[config.mk]
export PLATFORM = sky130hd
export DESIGN_NAME = top_hello
export DESIGN_NICKNAME = d
export VERILOG_FILES = /design/src/hello_pkg.sv /design/src/bitmap_arbiter.sv /design/src/bitmap_painter.sv /design/src/bitmap_store.sv /design/src/display_timing.sv /design/src/tmds_encoder.sv /design/src/top_hello.sv
export VERILOG_INCLUDE_DIRS = /design/src
export SDC_FILE = /design/constraint.sdc
export NUM_CORES = 1
export LEC_CHECK = 0
export BUFFER_PORTS_ARGS = -buffer_cell sky130_fd_sc_hd__buf_2
export CORE_MARGIN = 1.5
export CORE_UTILIZATION = 31
export DETAILED_ROUTE_END_ITERATION = 16
export PLACE_DENSITY_LB_ADDON = 0.12
export SYNTH_ARGS = -nofsm -noshare
export SYNTH_HDL_FRONTEND = slang
export SYNTH_HIERARCHICAL = 1
export SYNTH_SLANG_ARGS = --single-unit
[constraint.sdc]
create_clock -name clk_pix -period 9.08 [get_ports clk_pix]
set_input_delay 2.724 -clock clk_pix [delete_from_list [all_inputs] [get_ports clk_pix]]
set_output_delay 2.724 -clock clk_pix [all_outputs]
set_load 0.01 [all_outputs]
[src/hello_settings.svh]
// hello display settings
// 720p timing, bitmap geometry and paint colours for the DVI hello pipeline
`ifndef HELLO_SETTINGS_SVH
`define HELLO_SETTINGS_SVH

`define CORDW 12 // screen coordinate width in bits

// horizontal timing in pixels, positive sync
`define H_ACTIVE 1280
`define H_FP 110
`define H_SYNC 40
`define H_BP 220
`define H_TOTAL 1650

// vertical timing in lines, positive sync
`define V_ACTIVE 720
`define V_FP 5
`define V_SYNC 5
`define V_BP 20
`define V_TOTAL 750

`define BMAP_W 20 // bitmap columns
`define BMAP_H 15 // bitmap rows
`define SCALE_SHIFT 5 // each cell covers 32x32 pixels

`define COL_FG_R 8'hF0 // yellow letters
`define COL_FG_G 8'hC0
`define COL_FG_B 8'h00
`define COL_BG_R 8'h10 // dark blue background
`define COL_BG_G 8'h30
`define COL_BG_B 8'h70

`endif

[src/hello_pkg.sv]
// hello display types
// structs shared by the timing generator, painter, bitmap path and encoders
`include "hello_settings.svh"

package hello_pkg;

	// current beam position
	typedef struct packed {
		logic [`CORDW-1:0] sx; // column
		logic [`CORDW-1:0] sy; // line
	} screen_pos_t;

	// sync and data enable, all active high
	typedef struct packed {
		logic hsync;
		logic vsync;
		logic de;
	} sync_t;

	typedef struct packed {
		logic [7:0] r;
		logic [7:0] g;
		logic [7:0] b;
	} rgb_t;

	// one bitmap row write, msb is the leftmost cell
	typedef struct packed {
		logic [3:0] row;
		logic [`BMAP_W-1:0] bits;
	} bmap_wr_t;

	typedef logic [9:0] tmds_sym_t; // bit 0 is sent first

endpackage

[src/bitmap_arbiter.sv]
// bitmap arbiter
// painter reads own the store during active video, a host row write is
// held in a one-entry register until the painter stops reading
`timescale 1ns/10ps
`include "hello_settings.svh"

module bitmap_arbiter (
	input  logic clk_pix,
	input  logic arst_n,
	input  logic rd_en,
	input  logic [3:0] rd_row,
	output logic [`BMAP_W-1:0] rd_bits,
	input  logic wr_strobe,
	input  hello_pkg::bmap_wr_t wr_req,
	output logic wr_pending,
	output logic st_rd_en,
	output logic [3:0] st_rd_row,
	input  logic [`BMAP_W-1:0] st_rd_bits,
	output logic st_wr_en,
	output hello_pkg::bmap_wr_t st_wr
);
	import hello_pkg::*;

	bmap_wr_t held; // last captured host write
	logic [$clog2(`H_TOTAL+1)-1:0] wait_cnt; // cycles spent waiting for a grant

	assign st_rd_en  = rd_en;  // painter always wins
	assign st_rd_row = rd_row;
	assign rd_bits   = st_rd_bits;
	assign st_wr_en  = wr_pending && !rd_en; // grant in blanking only
	assign st_wr     = held;

	always_ff @(posedge clk_pix) begin
		if (wr_strobe && (wr_req.row < `BMAP_H))
			held <= wr_req; // newer strobe replaces the held one
	end

	always_ff @(posedge clk_pix or negedge arst_n) begin
		if (!arst_n) begin
			wr_pending <= 1'b0;
			wait_cnt   <= '0;
		end else begin
			if (wr_strobe && (wr_req.row < `BMAP_H))
				wr_pending <= 1'b1; // rows past the bitmap are dropped
			else if (st_wr_en)
				wr_pending <= 1'b0;
			if (wr_pending && !st_wr_en)
				wait_cnt <= wait_cnt + 1'b1;
			else
				wait_cnt <= '0;
		end
	end

	// active video never lasts a whole line
	a_grant_wait: assert property (@(posedge clk_pix) disable iff (!arst_n)
		wait_cnt < `H_TOTAL)
		else $error("held bitmap write not granted within a line");

endmodule

[src/bitmap_painter.sv]
// bitmap painter
// maps the beam to a 32x32 bitmap cell, fetches its row and paints
// yellow on blue, three cycles behind the position with matching sync
`timescale 1ns/10ps
`include "hello_settings.svh"

module bitmap_painter (
	input  logic clk_pix,
	input  logic arst_n,
	input  hello_pkg::screen_pos_t pos,
	input  hello_pkg::sync_t sync,
	output logic rd_en,
	output logic [3:0] rd_row,
	input  logic [`BMAP_W-1:0] rd_bits,
	output hello_pkg::rgb_t pix,
	output hello_pkg::sync_t pix_sync
);
	import hello_pkg::*;

	logic [`CORDW-1:0] cell_x, cell_y; // unscaled cell coordinates
	logic in_map;
	logic [4:0] col1, col2; // 20 columns need five bits
	logic [3:0] row1;
	logic map1, map2; // cell lies inside the bitmap
	sync_t sync1, sync2;
	logic lit;

	always_comb begin
		cell_x = pos.sx >> `SCALE_SHIFT;
		cell_y = pos.sy >> `SCALE_SHIFT;
		in_map = (cell_x < `BMAP_W) && (cell_y < `BMAP_H); // right and lower screen is empty
	end

	// sync pipe and cell valid flags
	always_ff @(posedge clk_pix or negedge arst_n) begin
		if (!arst_n) begin
			sync1    <= '0;
			sync2    <= '0;
			pix_sync <= '0;
			map1     <= 1'b0;
			map2     <= 1'b0;
		end else begin
			sync1    <= sync;
			sync2    <= sync1;
			pix_sync <= sync2;
			map1     <= in_map;
			map2     <= map1;
		end
	end

	// stage one cell index, clamped so the store index stays in range
	always_ff @(posedge clk_pix) begin
		col1 <= in_map ? cell_x[4:0] : '0;
		row1 <= in_map ? cell_y[3:0] : '0;
		col2 <= col1; // lines up with the returned row
	end

	assign rd_en  = sync1.de; // read through the whole active line
	assign rd_row = row1;

	assign lit = map2 && rd_bits[`BMAP_W-1-col2];

	// stage three colour
	always_ff @(posedge clk_pix) begin
		if (!sync2.de)
			pix <= '0; // black in blanking
		else if (lit)
			pix <= {`COL_FG_R, `COL_FG_G, `COL_FG_B};
		else
			pix <= {`COL_BG_R, `COL_BG_G, `COL_BG_B};
	end

endmodule

[src/bitmap_store.sv]
// bitmap store
// 20x15 one-bit image rows with a registered read, preloaded with HELLO WORLD
`timescale 1ns/10ps
`include "hello_settings.svh"

module bitmap_store (
	input  logic clk_pix,
	input  logic rd_en,
	input  logic [3:0] rd_row,
	output logic [`BMAP_W-1:0] rd_bits,
	input  logic wr_en,
	input  hello_pkg::bmap_wr_t wr
);

	logic [`BMAP_W-1:0] rows [`BMAP_H]; // msb is the leftmost cell

	initial begin
		for (int i = 0; i < `BMAP_H; i++)
			rows[i] = '0;
		rows[0]  = 20'hAE886; // HELLO
		rows[1]  = 20'hA888A;
		rows[2]  = 20'hEC88A;
		rows[3]  = 20'hA888A;
		rows[4]  = 20'hAEEEC;
		rows[6]  = 20'hA6E8C; // WORLD
		rows[7]  = 20'hAAA8A;
		rows[8]  = 20'hAAC8A;
		rows[9]  = 20'hEAA8A;
		rows[10] = 20'hECAEE;
	end

	always_ff @(posedge clk_pix) begin
		if (rd_en)
			rd_bits <= rows[rd_row]; // data one cycle later
		if (wr_en)
			rows[wr.row] <= wr.bits;
	end

	// the arbiter keeps painter reads and host writes apart
	a_no_collide: assert property (@(posedge clk_pix) !(rd_en && wr_en))
		else $error("bitmap read and write in the same cycle");

endmodule

[src/display_timing.sv]
// display timing generator
// scans 1280x720 and decodes hsync, vsync and data enable from the position
`timescale 1ns/10ps
`include "hello_settings.svh"

module display_timing (
	input  logic clk_pix,
	input  logic arst_n,
	output hello_pkg::screen_pos_t pos,
	output hello_pkg::sync_t sync
);

	localparam logic [`CORDW-1:0] H_LAST = `H_TOTAL - 1; // last pixel of a line
	localparam logic [`CORDW-1:0] V_LAST = `V_TOTAL - 1; // last line of a frame
	localparam logic [`CORDW-1:0] H_ACT = `H_ACTIVE;
	localparam logic [`CORDW-1:0] V_ACT = `V_ACTIVE;
	localparam logic [`CORDW-1:0] HS_STA = `H_ACTIVE + `H_FP;
	localparam logic [`CORDW-1:0] HS_END = `H_ACTIVE + `H_FP + `H_SYNC;
	localparam logic [`CORDW-1:0] VS_STA = `V_ACTIVE + `V_FP;
	localparam logic [`CORDW-1:0] VS_END = `V_ACTIVE + `V_FP + `V_SYNC;

	// position counters, frame starts in the active area
	always_ff @(posedge clk_pix or negedge arst_n) begin
		if (!arst_n) begin
			pos.sx <= '0;
			pos.sy <= '0;
		end else if (pos.sx == H_LAST) begin
			pos.sx <= '0; // end of line
			if (pos.sy == V_LAST)
				pos.sy <= '0; // end of frame
			else
				pos.sy <= pos.sy + 1'b1;
		end else begin
			pos.sx <= pos.sx + 1'b1;
		end
	end

	// sync decode, back porch is the remainder of each total
	always_comb begin
		sync.hsync = (pos.sx >= HS_STA) && (pos.sx < HS_END);
		sync.vsync = (pos.sy >= VS_STA) && (pos.sy < VS_END);
		sync.de    = (pos.sx < H_ACT) && (pos.sy < V_ACT); // visible pixel
	end

	// line counter must wrap before the total
	a_sx_wrap: assert property (@(posedge clk_pix) disable iff (!arst_n)
		pos.sx < `H_TOTAL)
		else $error("sx reached H_TOTAL");

endmodule

[src/tmds_encoder.sv]
// TMDS encoder
// DVI 8b/10b for one channel, transition minimising then DC balancing
// with a running disparity, control symbols during blanking
`timescale 1ns/10ps

module tmds_encoder (
	input  logic clk_pix,
	input  logic arst_n,
	input  logic [7:0] data,
	input  logic [1:0] ctrl, // {c1, c0}
	input  logic de,
	output hello_pkg::tmds_sym_t sym
);
	import hello_pkg::*;

	localparam tmds_sym_t CTRL_00 = 10'b1101010100;
	localparam tmds_sym_t CTRL_01 = 10'b0010101011;
	localparam tmds_sym_t CTRL_10 = 10'b0101010100;
	localparam tmds_sym_t CTRL_11 = 10'b1010101011;

	logic [3:0] n1_d, n1_q; // ones in data and in q_m[7:0]
	logic use_xnor;
	logic [8:0] q_m;
	logic signed [5:0] bal; // ones minus zeros of q_m[7:0]
	logic signed [5:0] cnt, cnt_next; // running disparity
	tmds_sym_t sym_next;

	// stage one of the DVI algorithm, fewer transitions
	always_comb begin
		n1_d = 4'($countones(data));
		use_xnor = (n1_d > 4'd4) || ((n1_d == 4'd4) && !data[0]);
		q_m[0] = data[0];
		for (int i = 1; i < 8; i++) begin
			if (use_xnor)
				q_m[i] = ~(q_m[i-1] ^ data[i]);
			else
				q_m[i] = q_m[i-1] ^ data[i];
		end
		q_m[8] = !use_xnor; // 1 marks xor
	end

	// stage two, DC balance
	always_comb begin
		n1_q = 4'($countones(q_m[7:0]));
		bal  = $signed({1'b0, n1_q, 1'b0}) - 6'sd8;
		if ((cnt == 0) || (bal == 0)) begin
			sym_next = {~q_m[8], q_m[8], (q_m[8] ? q_m[7:0] : ~q_m[7:0])};
			cnt_next = q_m[8] ? (cnt + bal) : (cnt - bal);
		end else if (((cnt > 0) && (bal > 0)) || ((cnt < 0) && (bal < 0))) begin
			sym_next = {1'b1, q_m[8], ~q_m[7:0]}; // invert to pull back
			cnt_next = cnt + (q_m[8] ? 6'sd2 : 6'sd0) - bal;
		end else begin
			sym_next = {1'b0, q_m[8], q_m[7:0]};
			cnt_next = cnt - (q_m[8] ? 6'sd0 : 6'sd2) + bal;
		end
	end

	always_ff @(posedge clk_pix or negedge arst_n) begin
		if (!arst_n) begin
			sym <= CTRL_00;
			cnt <= '0;
		end else if (!de) begin
			cnt <= '0; // disparity restarts each blanking
			case (ctrl)
				2'b00: sym <= CTRL_00;
				2'b01: sym <= CTRL_01;
				2'b10: sym <= CTRL_10;
				default: sym <= CTRL_11;
			endcase
		end else begin
			sym <= sym_next;
			cnt <= cnt_next;
		end
	end

endmodule

[src/top_hello.sv]
// hello display top level
// timing, bitmap painter with shared store and three TMDS channels,
// pixel at (sx, sy) reaches the symbols four cycles after the counters
`timescale 1ns/10ps
`include "hello_settings.svh"

module top_hello (
	input  logic clk_pix,
	input  logic arst_n,
	input  logic wr_strobe, // one-cycle host write
	input  hello_pkg::bmap_wr_t wr_req,
	output logic wr_pending,
	output hello_pkg::tmds_sym_t tmds_r,
	output hello_pkg::tmds_sym_t tmds_g,
	output hello_pkg::tmds_sym_t tmds_b
);
	import hello_pkg::*;

	screen_pos_t pos;
	sync_t sync, pix_sync;
	rgb_t pix;
	logic rd_en, st_rd_en, st_wr_en;
	logic [3:0] rd_row, st_rd_row;
	logic [`BMAP_W-1:0] rd_bits, st_rd_bits;
	bmap_wr_t st_wr;

	display_timing timing_inst (.clk_pix, .arst_n, .pos, .sync);

	bitmap_painter painter_inst (
		.clk_pix, .arst_n, .pos, .sync,
		.rd_en, .rd_row, .rd_bits,
		.pix, .pix_sync
	);

	bitmap_arbiter arbiter_inst (
		.clk_pix, .arst_n,
		.rd_en, .rd_row, .rd_bits,
		.wr_strobe, .wr_req, .wr_pending,
		.st_rd_en, .st_rd_row, .st_rd_bits, .st_wr_en, .st_wr
	);

	bitmap_store store_inst (
		.clk_pix, .rd_en(st_rd_en), .rd_row(st_rd_row), .rd_bits(st_rd_bits),
		.wr_en(st_wr_en), .wr(st_wr)
	);

	// sync rides on the blue channel
	tmds_encoder enc_b (.clk_pix, .arst_n, .data(pix.b),
		.ctrl({pix_sync.vsync, pix_sync.hsync}), .de(pix_sync.de), .sym(tmds_b));
	tmds_encoder enc_g (.clk_pix, .arst_n, .data(pix.g),
		.ctrl(2'b00), .de(pix_sync.de), .sym(tmds_g));
	tmds_encoder enc_r (.clk_pix, .arst_n, .data(pix.r),
		.ctrl(2'b00), .de(pix_sync.de), .sym(tmds_r));

endmodule
==> results of run 1 <==
==> final timing paths <==
kind	from	to	slack, ns	cells after the start
min reg2reg	painter_inst/col1[2]$_SDFF_PN0_	painter_inst/col2[2]$_DFF_P_	0.33	0
max reg2reg	painter_inst/pix[5]$_SDFF_PN0_	enc_g/cnt[5]$_DFF_PN0_	1.92	23
max	painter_inst/pix[5]$_SDFF_PN0_	enc_g/cnt[5]$_DFF_PN0_	1.92	23
min	painter_inst/col1[2]$_SDFF_PN0_	painter_inst/col2[2]$_DFF_P_	0.33	0
min in group asynchronous	arst_n	enc_g/sym[0]$_DFF_PN0_	2.11	1
max in group asynchronous	arst_n	timing_inst/pos[1]$_DFFE_PN0N_	5.90	2
==> sequential cells by signal (all words and copies together), names as in the netlist, 10 cells and up <==
signal	count
store_inst/rd_bits	20
store_inst/rows	300
enc_r/sym	10
enc_g/sym	10
enc_b/sym	10
arbiter_inst/st_wr	24
timing_inst/pos	24
==> cells in the mapped netlist, types with 5 or more instances <==
cell type  instances  share of area (%)
fa_1              36                3.3
nor3b_1            7               0.24
nor2_1            58               0.99
mux2i_1           39                1.8
a21o_1             9               0.31
o21ai_1            9               0.21
xnor2_1           81                3.2
xor2_2             6               0.45
a22oi_1           18               0.62
and2_1            13               0.37
nor2b_1           14               0.40
dfxtp_1           17                1.6
o21ai_0           36               0.82
nand3_1           34               0.78
buf_2             19               0.43
mux4_1             5               0.60
nor3_1            18               0.41
a21oi_1           50                1.1
or3_1             16               0.46
and3_1             8               0.23
mux4_2            54                5.6
dfstp_2           15                1.8
xor2_1            11               0.44
a211o_1            7               0.28
o21a_1            12               0.41
dfrtp_1           66                7.5
nand2_1           43               0.74
inv_1            119                2.0
ha_1             118                6.7
o211ai_1          20               0.69
or4_1              5               0.17
buf_6             12               0.62
a211oi_1          12               0.41
nand2b_1           7               0.20
edfxtp_1         344                 47
a31oi_1            6               0.17
clkbuf_1           9               0.15
nand4_1           16               0.46
buf_4             53                1.8
==> layout make-up <==
| type | instances | area [um^2] | share of cell area (%) |
|---|---|---|---|
| well taps | 940 | 1180 | 4.75 |
| multi-input cells | 873 | 8130 | 32.8 |
| flip-flops and latches | 442 | 12700 | 51.4 |
| clock buffers | 58 | 1320 | 5.35 |
| clock inverters | 36 | 434 | 1.75 |
| repair buffers | 83 | 483 | 1.95 |
| inverters | 125 | 474 | 1.92 |
==> cell families (layout without fill, tap and decap cells) <==
family / after synthesis / in the layout / synth area share [%]
xor gates and xnor gates: 101 / 101 / 4.45
muxes: 102 / 102 / 8.18
and+or+nand+nor: 267 / 267 / 6.80
other: 2 / 25 / 0.0343
buffers and inverters: 221 / 302 / 5.38
adders and majority gates: 154 / 154 / 10.0
AOI/OAI and AO/OA: 224 / 224 / 7.00
DFF: 442 / 442 / 58.1
==> per-stage QoR <==
step	instance area, um^2	worst slack (ns)	cells	util [%]
after floorplan	22000	2.45	1536	-
after global placement	23000	2.04	2463	32.9
after detailed placement	23000	1.87	2463	32.9
after CTS	24700	1.84	2557	35.4
after global routing	24700	1.34	2557	35.4
final	24700	1.92	2557	35.4
==> metal layers <==
layer | GRT usage [%] | vias to the layer above | part of all wire, %
met4 | 4.11 | 0 | 2.1
met2 | 25.9 | 177 | 50
met1 | 18.4 | 6140 | 44
met5 | 0 | - | 0
met3 | 2.12 | 70 | 3.2
li1 | - | 5663 | -
==> impl_metrics.env, run 1 <==
export IMPL_cp_top_family="adder cells"
export IMPL_tightest_slew_ns=1.06
export IMPL_dieWidth_um=269
export IMPL_ys_flop_type="edfxtp_1"
export IMPL_crit_path_max_fanout=12
export IMPL_overflow=0
export IMPL_drt_iter0_markers=679
export IMPL_cts_buffers_inserted=51
export IMPL_synth_edf_count=344
export IMPL_cp_required_ns=9.59
export IMPL_period_minus_slack_ns=7.16
export IMPL_outcome="finished, final reports clean"
export IMPL_grtUsageTotal_pct=14.6
export IMPL_grt_antenna_before_repair=0
export IMPL_totalWireLength_mm=51.1
export IMPL_drtPass1Iterations=5
export IMPL_async_reset_ff_share_pct=18.3
export IMPL_syn_inst=1513
export IMPL_worst_path_buf_inv=3
export IMPL_cts_hold_buf=0
export IMPL_row_count=97
export IMPL_first_global_vias=12811
export IMPL_synth_area_per_cell_um2=14.5
export IMPL_drive_gt1_share_pct=18.2
export IMPL_slew_viol_final=0
export IMPL_die_area_mm2=0.0722
export IMPL_ctsResizeCount=0
export IMPL_syn_area_mm2=0.0219
export IMPL_clkLatencyLatePin_ns=0.61
export IMPL_slew_headroom_pct=29.3
export IMPL_htreeDepth=2
export IMPL_vias_per_cell=4.71
export IMPL_crit_arrival_ns=7.67
export IMPL_n_antenna_cell=0
export IMPL_clockBufferDepth=3
export IMPL_cts_sinks=442
export IMPL_chipHeight_um=269
export IMPL_slowest_stage="dfxtp_1"
export IMPL_areaGrowthSynthToFinish_pct=13.1
export IMPL_drc=0
export IMPL_setup_viol=0
export IMPL_hp_class="reg2reg"
export IMPL_ios=58
export IMPL_maxCapViolations=0
export IMPL_cts_tree="built"
export IMPL_fillers=6808
export IMPL_fin_worst_skew_ns=0.0244
export IMPL_grt_max_degree=70
export IMPL_nets=1757
export IMPL_cp_cell_sequence="fa_1, ha_1, ha_1, ha_1, xnor2_1, o211a_1, inv_4, xnor2_1, fa_1, fa_1, fa_1, fa_1, xnor2_1, ha_1, inv_1, ha_1, inv_1, ha_1, a21oi_1, a21oi_1, o21a_1, or3_1, o311ai_1"
export IMPL_root_buffer="clkbuf_16"
export IMPL_hpwl_mm=31.3
export IMPL_path_class="reg2reg"
export IMPL_portBuffers=57
export IMPL_synth_seq_cells=442
export IMPL_worst_hold_slack_ns=0.327
export IMPL_seq_area_frac_synth_pct=58.1
export IMPL_rsz0062_at_grt="false"
export IMPL_grt_pass1_wl_mm=78.8
export IMPL_final_cell_mix="edfxtp_1 (344), inv_1 (119), ha_1 (118)"
export IMPL_critPathMostFrequentCell="ha_1"
export IMPL_synth_distinct_cells=84
export IMPL_gp_congestion=0.764
export IMPL_startpoint_type="flip-flop"
export IMPL_postRouteAntennaNets=0
export IMPL_min_period_over_period_pct=78.9
export IMPL_wl_per_cell_um=20.0
export IMPL_endpoint_kind="flip-flop"
export IMPL_tns_ns=0
export IMPL_route_vias_total=12050
export IMPL_yosys_warnings=6
export IMPL_cts_clk_slew_worst_paths_ns=0.06
export IMPL_initial_utilization_pct=31.3
export IMPL_core_mm2=0.0699
export IMPL_max_stage_delay_ns=0.74
export IMPL_final_common_cell="edfxtp_1"
export IMPL_post_cts_buffers=0
export IMPL_hold_viol_final=0
export IMPL_max_freq_mhz=140
Power of run 1 is not shown: default switching activity piles up to over one toggle a cycle in this logic, so the estimate is an artifact.
==> inputs of run 2 (changes only) <==
==> constraint.sdc (replaced) <==
create_clock -name clk_pix -period 6.2 [get_ports clk_pix]
set_input_delay 1.86 -clock clk_pix [delete_from_list [all_inputs] [get_ports clk_pix]]
set_output_delay 1.86 -clock clk_pix [all_outputs]
set_load 0.01 [all_outputs]
==> run 2 against run 1 <==
  * Final area rose by 1.7%
  * Sequential cell count did not move
  * Setup slack got worse by 1.7 ns
==> impl_metrics.env, run 2 (synthesis gave the netlist of run 1 again) <==
export IMPL_grt_max_degree=52
export IMPL_cp_top_family="adder cells"
export IMPL_drc=0
export IMPL_core_mm2=0.0699
export IMPL_grtUsageTotal_pct=14.3
export IMPL_path_class="reg2reg"
export IMPL_place_inst=2493
export IMPL_min_period_over_period_pct=95.8
export IMPL_first_global_vias=12502
export IMPL_fin_worst_skew_ns=0.0247
export IMPL_nets=1794
export IMPL_final_common_cell="edfxtp_1"
export IMPL_root_buffer="clkbuf_16"
export IMPL_startpoint="painter_inst/pix[22]$_SDFF_PN0_"
export IMPL_grt_pass1_wl_mm=76.9
export IMPL_cts_sinks=442
export IMPL_max_stage_delay_ns=0.51
export IMPL_slew_headroom_pct=25.6
export IMPL_drtPass1Iterations=4
export IMPL_startpoint_type="flip-flop"
export IMPL_period_minus_slack_ns=5.94
export IMPL_hold_viol_final=0
export IMPL_cp_required_ns=6.67
export IMPL_overflow=0
export IMPL_endpoint_kind="flip-flop"
export IMPL_route_vias_total=12049
export IMPL_cts_tree="built"
export IMPL_maxCapViolations=0
export IMPL_setup_viol=0
export IMPL_worstReg2RegStart="painter_inst/pix[22]$_SDFF_PN0_"
export IMPL_ios=58
export IMPL_postRouteAntennaNets=0
export IMPL_drt_iter0_markers=589
export IMPL_worstReg2RegEnd="enc_r/cnt[5]$_DFF_PN0_"
export IMPL_dieWidth_um=269
export IMPL_cts_buffers_inserted=52
export IMPL_ff2ff_path_depth=23
export IMPL_chipHeight_um=269
export IMPL_crit_arrival_ns=6.41
export IMPL_hp_class="reg2reg"
export IMPL_areaGrowthSynthToFinish_pct=15.0
export IMPL_endpoint="enc_r/cnt[5]$_DFF_PN0_"
export IMPL_crit_path_max_fanout=5
export IMPL_max_freq_mhz=168
export IMPL_critPathMostFrequentCell="ha_1"
export IMPL_utilization_pct=36.0
export IMPL_outcome="finished, final reports clean"
export IMPL_tightest_slew_ns=1.11
export IMPL_vias_per_cell=4.64
export IMPL_cts_clk_slew_worst_paths_ns=0.06
export IMPL_final_cells=2596
export IMPL_clockBufferDepth=3
export IMPL_hpwl_mm=31.3
export IMPL_path_depth=23
export IMPL_largest_register_ffs=300
export IMPL_final_cell_mix="edfxtp_1 (344), inv_1 (118), ha_1 (110)"
export IMPL_top_register="store_inst/rows"
export IMPL_portBuffers=57
export IMPL_clkLatencyLatePin_ns=0.61
export IMPL_drive_gt1_share_pct=21.8
export IMPL_wl_per_cell_um=19.4
export IMPL_totalWireLength_mm=50.4
export IMPL_row_count=97
export IMPL_htreeDepth=2
export IMPL_initial_utilization_pct=31.3
export IMPL_cp_cell_sequence="fa_1, ha_1, ha_1, ha_4, xnor2_2, o211a_4, clkinv_4, xnor2_4, fa_1, fa_1, fa_2, fa_2, xnor2_2, ha_1, inv_1, ha_1, inv_1, ha_4, nand3_1, and3_1, o21a_1, or3_1, o311ai_0"
export IMPL_worst_path_buf_inv=3
export IMPL_slew_viol_final=0
export IMPL_slowest_stage="fa_1"
export IMPL_grt_antenna_before_repair=1
export IMPL_ff2ff_setup_slack_ns=0.26
export IMPL_gp_congestion=0.776
export IMPL_die_area_mm2=0.0722
run 2: worst register-to-register path: stages (launching register included):
cell and delay, ns:
dfxtp_4 0.37, fa_1 0.46, ha_1 0.19, ha_1 0.21, ha_4 0.24, xnor2_2 0.18
o211a_4 0.21, clkinv_4 0.07, xnor2_4 0.14, fa_1 0.43, fa_1 0.51, fa_2 0.42
fa_2 0.38, xnor2_2 0.15, ha_1 0.31, inv_1 0.06, ha_1 0.27, inv_1 0.06
ha_4 0.28, nand3_1 0.09, and3_1 0.17, o21a_1 0.18, or3_1 0.36, o311ai_0 0.09
run 2: worst min path at each step:
stage,to,depth (start not counted),start,slack (ns)
floorplan,painter_inst/col2[0]$_DFF_P_,0,painter_inst/col1[0]$_SDFF_PN0_,0.31
global placement,painter_inst/col2[4]$_DFF_P_,0,painter_inst/col1[4]$_SDFF_PN0_,0.32
detailed placement,painter_inst/col2[0]$_DFF_P_,0,painter_inst/col1[0]$_SDFF_PN0_,0.31
CTS,painter_inst/col2[3]$_DFF_P_,0,painter_inst/col1[3]$_SDFF_PN0_,0.33
global route,painter_inst/col2[3]$_DFF_P_,0,painter_inst/col1[3]$_SDFF_PN0_,0.33
finish,painter_inst/col2[3]$_DFF_P_,0,painter_inst/col1[3]$_SDFF_PN0_,0.33
run 2: area by class of cell:
cell class | count | area (um^2)
multi-input combinational | 873 | 8320
clock buffer | 66 | 1380
sequential | 442 | 12700
antenna | 1 | 2.50
timing repair buffer | 119 | 757
tap | 940 | 1180
fill | 6737 | 44700
clock inverter | 30 | 328
inverter | 125 | 479
run 2: stage by stage:
stage               hold slack (ns)  worst slack, ns  cell area, um^2  setup TNS, ns
floorplan                     0.310          0.00340            22000              0
global placement              0.316           0.0309            23300              0
detailed placement            0.313          -0.0607            23300        -0.0607
CTS                           0.326          0.00230            25000              0
global route                  0.329          -0.0151            25200        -0.0227
finish                        0.326            0.260            25200              0
run 2: repair_timing:
item                                    CTS  global route
hold buffers                              0             0
buffers inserted                          1             5
pin swaps                                 1            20
endpoints found under the setup margin    2            23
gates resized for setup                   4            27
run 2: per-layer routing:
| metal | share of wire, % | vias up | global-route usage [%] | routed length [um] |
|---|---|---|---|---|
| li1 | - | 5757 | - | - |
| met1 | 44 | 6057 | 18.1 | 22100 |
| met2 | 51 | 174 | 25.3 | 25500 |
| met3 | 3.6 | 61 | 2.49 | 1790 |
| met4 | 1.9 | 0 | 3.37 | 978 |
| met5 | 0 | - | 0 | 0 |
Power of run 2 is left out for the same reason.
==> inputs of run 3 (changes only) <==
--- a/config.mk
+++ b/config.mk
@@ -11,6 +11,7 @@
 export CORE_UTILIZATION = 31
 export DETAILED_ROUTE_END_ITERATION = 16
 export PLACE_DENSITY_LB_ADDON = 0.12
+export RECOVER_POWER = 100
 export SYNTH_ARGS = -nofsm -noshare
 export SYNTH_HDL_FRONTEND = slang
 export SYNTH_HIERARCHICAL = 1
==> constraint.sdc (replaced) <==
create_clock -name clk_pix -period 6.2 [get_ports clk_pix]
set_input_delay 0.93 -clock clk_pix [delete_from_list [all_inputs] [get_ports clk_pix]]
set_output_delay 0.93 -clock clk_pix [all_outputs]
set_load 0.01 [all_outputs]
==> run 3 against run 2 <==
  * The run now ends with max-capacitance violations, max-slew violations left
  * Register-to-register slack got worse by 0.06 ns
  * Sequential cell count unchanged
  * Global-route usage increased by 0.054 points
  * Clock-buffer cell count decreased by 1
  * Fmax decreased by 1.0%
  * Non-clock buffer count decreased by 2
  * Utilization decreased by 0.48 points
  * Wire length about the same
  * First-iteration DRC count increased by 6.8%
  * Hold slack improved by 0.0012 ns
  * Clock skew about the same
  * Critical path type unchanged
  * Critical endpoint unchanged
  * Largest cell class unchanged
==> impl_metrics.env, run 3 (synthesis gave the netlist of run 1 again) <==
export IMPL_outcome="complete, but fails checks"
export IMPL_violations="max-capacitance violations, max-slew violations"
export IMPL_cp_cell_sequence="fa_1, ha_1, ha_1, ha_4, xnor2_1, o211a_1, inv_1, xnor2_4, fa_1, fa_1, fa_2, inv_1, ha_2, fa_2, buf_4, fa_1, nand3_1, a21oi_1, o21a_1, or3_1, o311ai_0"
export IMPL_totalWireLength_mm=50.3
export IMPL_startpoint_type="flip-flop"
export IMPL_cts_buffers_inserted=51
export IMPL_hp_class="reg2reg"
export IMPL_crit_path_max_fanout=5
export IMPL_postRouteAntennaNets=0
export IMPL_overflow=0
export IMPL_tns_ns=0
export IMPL_worst_path_buf_inv=3
export IMPL_stdcell_area_mm2=0.0248
export IMPL_dieWidth_um=269
export IMPL_grt_antenna_before_repair=0
export IMPL_maxCapViolations=21
export IMPL_cp_required_ns=6.67
export IMPL_tightest_slew_ns=2.70
export IMPL_ff2ff_setup_slack_ns=0.20
export IMPL_slew_headroom_pct=-80.2
export IMPL_critPathMostFrequentCell="fa_1"
export IMPL_final_cells=2592
export IMPL_cts_sinks=442
export IMPL_largest_register_ffs=300
export IMPL_route_vias_total=12127
export IMPL_final_cell_mix="edfxtp_1 (344), inv_1 (118), ha_1 (110)"
export IMPL_rsz0062_at_grt="false"
export IMPL_cts_clk_slew_worst_paths_ns=0.06
export IMPL_nets=1791
export IMPL_slew_viol_final=491
export IMPL_grt_pass1_wl_mm=77.5
export IMPL_drt_iter0_markers=629
export IMPL_row_count=97
export IMPL_clkLatencyLatePin_ns=0.60
export IMPL_grtUsageTotal_pct=14.3
export IMPL_worstReg2RegEnd="enc_r/cnt[5]$_DFF_PN0_"
export IMPL_cts_tree="built"
export IMPL_drtPass1Iterations=4
export IMPL_hold_viol_final=0
export IMPL_n_antenna_cell=0
export IMPL_drc=0
export IMPL_setup_viol=0
export IMPL_drive_gt1_share_pct=16.9
export IMPL_htreeDepth=2
export IMPL_grt_max_degree=54
export IMPL_place_inst=2492
export IMPL_crit_arrival_ns=6.47
export IMPL_final_common_cell="edfxtp_1"
export IMPL_min_path_cells=0
export IMPL_period_minus_slack_ns=6.00
export IMPL_chipHeight_um=269
export IMPL_portBuffers=57
export IMPL_areaGrowthSynthToFinish_pct=13.5
export IMPL_fin_worst_skew_ns=0.0243
export IMPL_gp_congestion=0.750
export IMPL_max_stage_delay_ns=0.57
export IMPL_max_freq_mhz=167
export IMPL_clockBufferDepth=3
export IMPL_min_period_over_period_pct=96.8
export IMPL_path_class="reg2reg"
export IMPL_slowest_stage="fa_2"
export IMPL_root_buffer="clkbuf_16"
export IMPL_hp_start="painter_inst/col1[2]$_SDFF_PN0_"
export IMPL_vias_per_cell=4.68
export IMPL_holdPathEnd="painter_inst/col2[2]$_DFF_P_"
export IMPL_wl_per_cell_um=19.4
export IMPL_placed_area_mm2=0.0233
export IMPL_die_area_mm2=0.0722
export IMPL_hpwl_mm=31.4
export IMPL_ios=58
export IMPL_initial_utilization_pct=31.3
export IMPL_core_mm2=0.0699
export IMPL_cp_top_family="adder cells"
export IMPL_worstReg2RegStart="painter_inst/pix[22]$_SDFF_PN0_"
export IMPL_ff2ff_path_depth=21
export IMPL_first_global_vias=12711
export IMPL_endpoint_kind="flip-flop"
export IMPL_top_register="store_inst/rows"
run 3: cell type report:
class	count	area, um^2
fillers	6827	45100
flip-flops and latches	442	12700
multi-input cells	873	8280
clock buffers	65	1350
well taps	940	1180
repair buffers	117	596
inverters	125	474
clock inverters	30	234
run 3: what timing repair did:
action                                  4_1_cts  5_1_grt
gates resized for setup                       5       27
endpoints found under the setup margin        3       31
hold buffers                                  0        0
cloned                                        0        0
setup buffers                                 0        5
pin swaps                                     4       20
endpoints found under the hold margin         0        0
run 3: per-stage QoR:
stage | utilization, % | worst slack [ns] | hold slack [ns]
4_1_cts | 35.5 | 0.00275 | 0.327
3_5_place_dp | 33.3 | -0.0785 | 0.314
6_report | 35.5 | 0.200 | 0.328
2_1_floorplan | - | 0.00340 | 0.310
3_3_place_gp | 33.3 | 0.0570 | 0.317
5_1_grt | 35.5 | 0.00285 | 0.335
run 3: per-layer routing:
layer  wire, um  vias to the layer above  track usage [%]
met4        944                        0             3.81
met3       1630                       65             2.19
li1           -                     5746                -
met2      25100                      162             24.9
met1      22700                     6154             18.6
met5          0                        -                0
run 3: worst max-delay path by stage:
stage / from / end / cells past startpoint
finish: painter_inst/pix[22]$_SDFF_PN0_ / enc_r/cnt[5]$_DFF_PN0_ / 21
global route: painter_inst/pix[5]$_SDFF_PN0_ / enc_b/cnt[5]$_DFF_PN0_ / 23
CTS: painter_inst/pix[22]$_SDFF_PN0_ / enc_r/cnt[5]$_DFF_PN0_ / 23
detailed placement: painter_inst/pix[5]$_SDFF_PN0_ / enc_g/cnt[4]$_DFF_PN0_ / 20
global placement: painter_inst/pix[22]$_SDFF_PN0_ / enc_r/cnt[5]$_DFF_PN0_ / 23
floorplan: painter_inst/pix[22]$_SDFF_PN0_ / enc_r/cnt[5]$_DFF_PN0_ / 25
run 3: worst reg2reg max path: stages, from the launching register on:
cell and delay (ns):
dfxtp_4 0.37, fa_1 0.46, ha_1 0.20, ha_1 0.21, ha_4 0.23, xnor2_1 0.15
o211a_1 0.21, inv_1 0.11, xnor2_4 0.16, fa_1 0.45, fa_1 0.51, fa_2 0.57
inv_1 0.04, ha_2 0.30, fa_2 0.50, buf_4 0.16, fa_1 0.40, nand3_1 0.12
a21oi_1 0.07, o21a_1 0.20, or3_1 0.35, o311ai_0 0.09
Power of run 3 is left out for the same reason.
